<file path="config.mk">
export PLATFORM = sky130hd
export DESIGN_NAME = lcd_top
export DESIGN_NICKNAME = d
export VERILOG_FILES = /design/src/design/lcd_pkg.sv /design/src/design/lcd_instr_if.sv /design/src/design/lcd_cfg_regs.sv /design/src/design/lcd_instr_exec.sv /design/src/design/lcd_sequencer.sv /design/src/design/lcd_top.sv
export SDC_FILE = /design/constraint.sdc
export NUM_CORES = 1
export LEC_CHECK = 0
export BUFFER_PORTS_ARGS = -buffer_cell sky130_fd_sc_hd__buf_2
export CORE_ASPECT_RATIO = 1.2
export CORE_MARGIN = 4
export CORE_UTILIZATION = 61
export CTS_CLUSTER_SIZE = 30
export DETAILED_ROUTE_END_ITERATION = 10
export PLACE_DENSITY = 0.79
export RECOVER_POWER = 25
export SLEW_MARGIN = 20
export SYNTH_ARGS = -nofsm -noshare
export SYNTH_HDL_FRONTEND = slang
export SYNTH_SLANG_ARGS = --single-unit
</file>
<file path="constraint.sdc">
create_clock -name i_clk -period 3.2 [get_ports i_clk]
set_clock_uncertainty 0.1 [all_clocks]
set_input_delay 0.64 -clock i_clk [delete_from_list [all_inputs] [get_ports i_clk]]
set_output_delay 0.64 -clock i_clk [all_outputs]
set_load 0.02 [all_outputs]
</file>
<file path="src/design/lcd_pkg.sv">
package lcd_pkg;

    // Bus timing in clock cycles of the 20 ns system clock
    localparam int LCD_SETUP_CYCLES = 2;
    localparam int LCD_EN_CYCLES    = 12;

    // Execution waits after an instruction
    localparam int LCD_EXEC_SHORT   = 2000;
    localparam int LCD_EXEC_CLEAR   = 82000;
    localparam int LCD_POWER_WAIT   = 750000;

    // One counter width covers the longest wait
    localparam int LCD_CNT_W        = $clog2(LCD_POWER_WAIT);

    // Fixed init instructions
    localparam logic [7:0] INS_FUNCTION_SET = 8'h38;
    localparam logic [7:0] INS_DISPLAY_OFF  = 8'h08;
    localparam logic [7:0] INS_CLEAR        = 8'h01;

    // Base opcodes that register fields are merged into
    localparam logic [7:0] INS_ENTRY_BASE   = 8'h04;
    localparam logic [7:0] INS_DISPCTL_BASE = 8'h08;
    localparam logic [7:0] INS_SET_DDRAM    = 8'h80;

    // Host register addresses
    localparam logic [1:0] REG_DISP  = 2'd0;
    localparam logic [1:0] REG_ENTRY = 2'd1;
    localparam logic [1:0] REG_ADDR  = 2'd2;
    localparam logic [1:0] REG_CHAR  = 2'd3;

    // Display on with cursor and blink off, and increment without shift
    localparam logic [2:0] DISP_RESET  = 3'b100;
    localparam logic [1:0] ENTRY_RESET = 2'b10;

    // Function set, display off, clear, entry mode, display control
    localparam int INIT_STEPS = 5;

    // Sequencer states
    localparam logic [1:0] SEQ_POWER = 2'd0;
    localparam logic [1:0] SEQ_INIT  = 2'd1;
    localparam logic [1:0] SEQ_RUN   = 2'd2;

    // Executor states
    localparam logic [1:0] EX_IDLE  = 2'd0;
    localparam logic [1:0] EX_SETUP = 2'd1;
    localparam logic [1:0] EX_PULSE = 2'd2;
    localparam logic [1:0] EX_WAIT  = 2'd3;

endpackage

</file>
<file path="src/design/lcd_instr_if.sv">
`timescale 1ns/1ps

// One LCD instruction or data byte on its way to the executor
interface lcd_instr_if;

    logic       valid;
    logic       ready;
    logic       rs;
    logic [7:0] data;

    modport src (
        output valid,
        output rs,
        output data,
        input  ready
    );

    modport dst (
        input  valid,
        input  rs,
        input  data,
        output ready
    );

endinterface

</file>
<file path="src/design/lcd_cfg_regs.sv">
`timescale 1ns/1ps

module lcd_cfg_regs
    import lcd_pkg::*;
(
    input  logic       i_clk,
    input  logic       i_rst_n,

    input  logic       i_wr_valid,
    output logic       o_wr_ready,
    input  logic [1:0] i_wr_addr,
    input  logic [7:0] i_wr_data,

    input  logic       i_init_done,
    input  logic       i_cmd_take,

    output logic       o_cmd_pending,
    output logic [1:0] o_cmd_reg,
    output logic [2:0] o_disp,
    output logic [1:0] o_entry,
    output logic [6:0] o_addr,
    output logic [7:0] o_char
);

    logic       pending;
    logic [1:0] cmd_reg;
    logic [2:0] disp_q;
    logic [1:0] entry_q;
    logic [6:0] addr_q;
    logic [7:0] char_q;
    logic       wr_fire;

    // A single pending command blocks further writes until the sequencer takes it
    assign o_wr_ready = i_init_done && !pending;
    assign wr_fire    = i_wr_valid && o_wr_ready;

    always_ff @(posedge i_clk or posedge i_rst_n) begin
        if (i_rst_n) begin
            pending <= 1'b0;
            cmd_reg <= REG_DISP;
            disp_q  <= DISP_RESET;
            entry_q <= ENTRY_RESET;
        end else begin
            if (i_cmd_take) begin
                pending <= 1'b0;
            end
            if (wr_fire) begin
                pending <= 1'b1;
                cmd_reg <= i_wr_addr;
                if (i_wr_addr == REG_DISP) begin
                    disp_q <= i_wr_data[2:0];
                end
                if (i_wr_addr == REG_ENTRY) begin
                    entry_q <= i_wr_data[1:0];
                end
            end
        end
    end

    // Last DDRAM address and character written by the host
    always_ff @(posedge i_clk) begin
        if (wr_fire && (i_wr_addr == REG_ADDR)) begin
            addr_q <= i_wr_data[6:0];
        end
        if (wr_fire && (i_wr_addr == REG_CHAR)) begin
            char_q <= i_wr_data;
        end
    end

    assign o_cmd_pending = pending;
    assign o_cmd_reg     = cmd_reg;
    assign o_disp        = disp_q;
    assign o_entry       = entry_q;
    assign o_addr        = addr_q;
    assign o_char        = char_q;

endmodule

</file>
<file path="src/design/lcd_instr_exec.sv">
`timescale 1ns/1ps

module lcd_instr_exec
    import lcd_pkg::*;
(
    input  logic       i_clk,
    input  logic       i_rst_n,

    lcd_instr_if.dst   i_instr,

    output logic       o_lcd_en,
    output logic       o_lcd_rs,
    output logic [7:0] o_lcd_data
);

    logic [1:0]           state;
    logic [LCD_CNT_W-1:0] cnt;
    logic                 lcd_en;
    logic                 lcd_rs;
    logic [7:0]           lcd_data;
    logic                 is_clear;

    // Ready only in IDLE, so any valid seen there is a transfer
    assign i_instr.ready = (state == EX_IDLE);

    always_ff @(posedge i_clk or posedge i_rst_n) begin
        if (i_rst_n) begin
            state    <= EX_IDLE;
            cnt      <= '0;
            lcd_en   <= 1'b0;
            lcd_rs   <= 1'b0;
            lcd_data <= 8'h00;
            is_clear <= 1'b0;
        end else begin
            case (state)
                EX_IDLE: begin
                    if (i_instr.valid) begin
                        lcd_rs   <= i_instr.rs;
                        lcd_data <= i_instr.data;
                        is_clear <= !i_instr.rs && (i_instr.data == INS_CLEAR);
                        cnt      <= LCD_CNT_W'(LCD_SETUP_CYCLES - 1);
                        state    <= EX_SETUP;
                    end
                end
                EX_SETUP: begin
                    // RS and data settle on the bus before E rises
                    if (cnt == '0) begin
                        lcd_en <= 1'b1;
                        cnt    <= LCD_CNT_W'(LCD_EN_CYCLES - 1);
                        state  <= EX_PULSE;
                    end else begin
                        cnt <= cnt - 1'b1;
                    end
                end
                EX_PULSE: begin
                    if (cnt == '0) begin
                        lcd_en <= 1'b0;
                        state  <= EX_WAIT;
                        if (is_clear) begin
                            cnt <= LCD_CNT_W'(LCD_EXEC_CLEAR - 1);
                        end else begin
                            cnt <= LCD_CNT_W'(LCD_EXEC_SHORT - 1);
                        end
                    end else begin
                        cnt <= cnt - 1'b1;
                    end
                end
                default: begin
                    // The controller is busy until the execution time has passed
                    if (cnt == '0) begin
                        state <= EX_IDLE;
                    end else begin
                        cnt <= cnt - 1'b1;
                    end
                end
            endcase
        end
    end

    assign o_lcd_en   = lcd_en;
    assign o_lcd_rs   = lcd_rs;
    assign o_lcd_data = lcd_data;

endmodule

</file>
<file path="src/design/lcd_sequencer.sv">
`timescale 1ns/1ps

module lcd_sequencer
    import lcd_pkg::*;
(
    input  logic       i_clk,
    input  logic       i_rst_n,

    output logic       o_init_done,
    output logic       o_cmd_take,

    input  logic       i_cmd_pending,
    input  logic [1:0] i_cmd_reg,
    input  logic [2:0] i_disp,
    input  logic [1:0] i_entry,
    input  logic [6:0] i_addr,
    input  logic [7:0] i_char,

    lcd_instr_if.src   o_instr
);

    logic [1:0]           state;
    logic [LCD_CNT_W-1:0] cnt;
    logic [2:0]           step;
    logic                 init_done;
    logic                 instr_valid;
    logic                 instr_rs;
    logic [7:0]           instr_data;
    logic                 xfer;
    logic [7:0]           init_byte;

    // Merge a register field into its base opcode
    function automatic logic [7:0] fmt_cmd(
        input logic [1:0] reg_sel,
        input logic [2:0] disp,
        input logic [1:0] entry,
        input logic [6:0] addr,
        input logic [7:0] chr
    );
        logic [7:0] byte_out;
        case (reg_sel)
            REG_DISP:  byte_out = INS_DISPCTL_BASE | {5'b0, disp};
            REG_ENTRY: byte_out = INS_ENTRY_BASE | {6'b0, entry};
            REG_ADDR:  byte_out = INS_SET_DDRAM | {1'b0, addr};
            default:   byte_out = chr;
        endcase
        return byte_out;
    endfunction

    always_comb begin
        case (step)
            3'd0:    init_byte = INS_FUNCTION_SET;
            3'd1:    init_byte = INS_DISPLAY_OFF;
            3'd2:    init_byte = INS_CLEAR;
            3'd3:    init_byte = INS_ENTRY_BASE | {6'b0, i_entry};
            default: init_byte = INS_DISPCTL_BASE | {5'b0, i_disp};
        endcase
    end

    assign xfer = instr_valid && o_instr.ready;

    // The take pulse lands on the transfer edge so the same command is never reissued
    assign o_cmd_take = xfer && (state == SEQ_RUN);

    always_ff @(posedge i_clk or posedge i_rst_n) begin
        if (i_rst_n) begin
            state       <= SEQ_POWER;
            cnt         <= LCD_CNT_W'(LCD_POWER_WAIT - 1);
            step        <= 3'd0;
            init_done   <= 1'b0;
            instr_valid <= 1'b0;
            instr_rs    <= 1'b0;
            instr_data  <= 8'h00;
        end else begin
            case (state)
                SEQ_POWER: begin
                    if (cnt == '0) begin
                        state <= SEQ_INIT;
                    end else begin
                        cnt <= cnt - 1'b1;
                    end
                end
                SEQ_INIT: begin
                    if (!instr_valid) begin
                        instr_valid <= 1'b1;
                        instr_rs    <= 1'b0;
                        instr_data  <= init_byte;
                    end else if (xfer) begin
                        instr_valid <= 1'b0;
                        if (step == 3'(INIT_STEPS - 1)) begin
                            state     <= SEQ_RUN;
                            init_done <= 1'b1;
                        end else begin
                            step <= step + 1'b1;
                        end
                    end
                end
                SEQ_RUN: begin
                    if (!instr_valid && i_cmd_pending) begin
                        instr_valid <= 1'b1;
                        instr_rs    <= (i_cmd_reg == REG_CHAR);
                        instr_data  <= fmt_cmd(i_cmd_reg, i_disp, i_entry, i_addr, i_char);
                    end else if (xfer) begin
                        instr_valid <= 1'b0;
                    end
                end
                default: begin
                    state <= SEQ_POWER;
                end
            endcase
        end
    end

    assign o_init_done   = init_done;
    assign o_instr.valid = instr_valid;
    assign o_instr.rs    = instr_rs;
    assign o_instr.data  = instr_data;

endmodule

</file>
<file path="src/design/lcd_top.sv">
`timescale 1ns/1ps

module lcd_top (
    input  logic       i_clk,
    input  logic       i_rst_n,

    input  logic       i_wr_valid,
    output logic       o_wr_ready,
    input  logic [1:0] i_wr_addr,
    input  logic [7:0] i_wr_data,

    output logic       o_lcd_en,
    output logic       o_lcd_rs,
    output logic [7:0] o_lcd_data
);

    logic       init_done;
    logic       cmd_take;
    logic       cmd_pending;
    logic [1:0] cmd_reg;
    logic [2:0] disp;
    logic [1:0] entry;
    logic [6:0] addr;
    logic [7:0] chr;

    lcd_instr_if u_instr_if ();

    lcd_cfg_regs u_cfg_regs (
        .i_clk         (i_clk),
        .i_rst_n       (i_rst_n),
        .i_wr_valid    (i_wr_valid),
        .o_wr_ready    (o_wr_ready),
        .i_wr_addr     (i_wr_addr),
        .i_wr_data     (i_wr_data),
        .i_init_done   (init_done),
        .i_cmd_take    (cmd_take),
        .o_cmd_pending (cmd_pending),
        .o_cmd_reg     (cmd_reg),
        .o_disp        (disp),
        .o_entry       (entry),
        .o_addr        (addr),
        .o_char        (chr)
    );

    lcd_sequencer u_sequencer (
        .i_clk         (i_clk),
        .i_rst_n       (i_rst_n),
        .o_init_done   (init_done),
        .o_cmd_take    (cmd_take),
        .i_cmd_pending (cmd_pending),
        .i_cmd_reg     (cmd_reg),
        .i_disp        (disp),
        .i_entry       (entry),
        .i_addr        (addr),
        .i_char        (chr),
        .o_instr       (u_instr_if.src)
    );

    lcd_instr_exec u_instr_exec (
        .i_clk      (i_clk),
        .i_rst_n    (i_rst_n),
        .i_instr    (u_instr_if.dst),
        .o_lcd_en   (o_lcd_en),
        .o_lcd_rs   (o_lcd_rs),
        .o_lcd_data (o_lcd_data)
    );

endmodule

</file>
==> results.yml <==
synth:
  ys.flop_type: "dfrtp_1"
  synth_edf_count: 15
  synth_common_cells: "62 x dfrtp_1, 57 x nand2_1, 30 x nor2_1, 25 x a21oi_1, 23 x o21ai_0"
  synth-seq-area-share: 0.5138
  ys_top_cells_by_area: "dfrtp_1 33%, edfxtp_1 9.7%, dfstp_2 8.5%"
  syn_area_per_cell_sq_um: 10.16
  yosysMostFrequentCell: "dfrtp_1"
  synth_area_sq_um: 4663
  synthArstFlopShare: 0.8370
  yosysTopAreaCellShare: 0.3327
  yosys_warnings: 0
  yosysTopAreaCell: "dfrtp_1"
  postSynthCellCount: 459
  ys_ff_latch: 92
  synth_cell_types: 59
  syn_nets: 488
clock_network:
  clockBufferDepth: 2
  numCtsBuffers: 9
  cts_resized: 0
  cts_hold_buf: 0
  clock_latency_ns: 0.36
  cts_tree: "built"
  cts.sinks: 92
  post_cts_buffers: 0
  ctsHtreeMaxLevel: 3
  root_buffer: "clkbuf_8"
  clkTransAtPathRegs_ns: 0.10
global_routing:
  grt.overflow.total: 0
  grt_pass1_wl_mm: 15.87
  grt_max_degree: 78
  antenna_found_initial: 0
  grt_usage: 0.2144
  grt_pass1_vias: 3445
setup_path:
  worstSetupStartpointType: "flop"
  worstPathArrival_ns: 3.13
  crit_family: "simple AND/OR/NAND/NOR gates"
  crit_buf_inv: 0
  cp_slowest_stage_delay_ns: 0.75
  cp_max_fo: 10
  path_cells: "or4_1, or3_1, or4b_1, a21oi_4, a22oi_1"
  worst-setup-path-type: "reg2reg"
  worstSetupEndpointType: "flop"
  required_ns: 3.34
  slowest_stage: "or4b_1"
placement:
  dp_hpwl_mm: 6.377
  gp_congestion: 0.9297
  place_area_sq_um: 4890
  io_buffer_count: 23
finish:
  layout.nets: 510
  fillCellCount: 562
  diodes: 0
  fin_area_sq_um: 5080
  regArea_sq_um: 2396
  multi_input_area_sq_um: 2103
  final_layout_size_suffix_gt1_frac: 0.1626
  syn2layout_area_growth_pct: 8.935
  largest_registers: "u_instr_exec.cnt: 20 flops, u_sequencer.cnt: 20 flops"
floorplan:
  num_rows: 34
  ioPinCount: 24
  die_w_um: 87.82
  core_area_sq_um: 7360
  dieArea_sq_um: 9113
  initial_utilization: 0.6336
  dieHeight_um: 103.8
pwr:
  p_leak_uw: 0.002212
  p_per_area_nw_per_um2: 403.0
  max-vdd-ir-drop_mv: 0.2799
routing:
  drc: 0
  wl_per_cell_um: 15.75
  postRouteAntennaNets: 0
  wl_mm: 9.071
  drt_pass1_iterations: 4
  viasPerCell: 6.031
  drt_iter0_drc: 164
  vias: 3474
sta:
  slew_viol_final: 78
  setup_viol: 0
  setup_tns_ns: 0
  hold_viol_final: 0
  rsz0062_at_grt: "false"
  slew_headroom: -0.2521
  fmax_mhz: 334.3
  worst_pin_slew_ns: 1.878
  period_needed_ns: 2.991
  period_share: 0.9348
min_path:
  hp-class: "in2reg"
job:
  maxCapViolations: 1
outcome:
  outcome: "finished with violations"
  violations: "max-capacitance violations, max-slew violations"
-- path summary, 6_finish.rpt --
check                           slack (ns)                 from  depth (start not counted)                    to
min in group asynchronous             0.83              i_rst_n                          3   u_sequencer.cnt[11]
worst min-delay path                  0.35         i_wr_data[7]                          1  u_cfg_regs.o_char[7]
worst min register to register        0.38  u_sequencer.cnt[10]                          1   u_sequencer.cnt[10]
worst max-delay path                  0.21  u_instr_exec.cnt[6]                          5  u_instr_exec.cnt[14]
max in group asynchronous             1.06              i_rst_n                          3   u_instr_exec.cnt[4]
worst max register to register        0.21  u_instr_exec.cnt[6]                          5  u_instr_exec.cnt[14]
-- power breakdown --
group | total (uW) | internal, uW | switching (uW) | leakage, uW
logic | 27.9 | 5.09 | 22.8 | 0.00106
registers | 1190 | 1190 | 0 | 0.00105
clock network | 830 | 381 | 450 | 0.000105
total | 2050 | 1570 | 473 | 0.00221
-- through the flow --
stage	hold WS, ns	cells	util	worst slack, ns	power (uW)
finish	0.3517	576	0.6902	0.2086	2047
global route	0.3361	576	0.6902	0.08915	2115
CTS	0.2671	576	0.6930	0.1995	2067
detailed placement	0.3622	560	0.6644	0.1960	1245
global placement	0.3473	560	0.6644	0.2594	1243
floorplan	0.3288	459	-	0.3876	1226
-- per-layer routing --
| layer | wire (um) | vias to the layer above | GRT usage |
|---|---|---|---|
| met1 | 3883 | 1677 | 0.2799 |
| met3 | 292 | 15 | 0.03177 |
| li1 | - | 1717 | - |
| met2 | 4738 | 65 | 0.3524 |
| met5 | 0 | - | 0 |
| met4 | 156 | 0 | 0.08882 |
-- cell type report --
cell class / instances / share of cell area
clock inverter: 7 / 0.01700
sequential: 92 / 0.4717
timing repair buffer: 33 / 0.03596
tap: 90 / 0.02217
clock buffer: 9 / 0.02438
inverter: 20 / 0.01478
multi-input combinational: 325 / 0.4140
-- cell families after synthesis --
logic type,share of synthesized area
AOI/OAI and AO/OA,0.1395
xor gates and xnor gates,0.03381
adders and majority gates,0.04293
buffers and inverters,0.03595
DFF,0.5138
muxes,0.03783
and+or+nand+nor,0.1961
-- placed cells by master, fill, tap and decap left out, types with 3 or more instances in the layout --
cell / n
nor2b_1: 8
mux2_2: 9
xor2_1: 10
clkbuf_1: 4
nor3_1: 16
inv_6: 3
o22ai_1: 3
o21ai_0: 22
nand4_1: 7
nand2b_1: 3
buf_2: 19
o41ai_1: 4
a22oi_1: 5
mux2i_1: 3
and3_1: 3
edfxtp_1: 15
a21o_1: 3
clkbuf_8: 9
ha_1: 16
a211oi_1: 3
buf_4: 9
nor4_1: 13
nor3b_1: 3
dfstp_2: 15
dfrtp_1: 62
nand2_1: 57
a21oi_1: 25
o31ai_1: 9
nor2_1: 30
inv_1: 20
or4_1: 9
nand3_1: 9
xnor2_1: 8
or3_1: 11
Power figures use the tool's default switching activity.
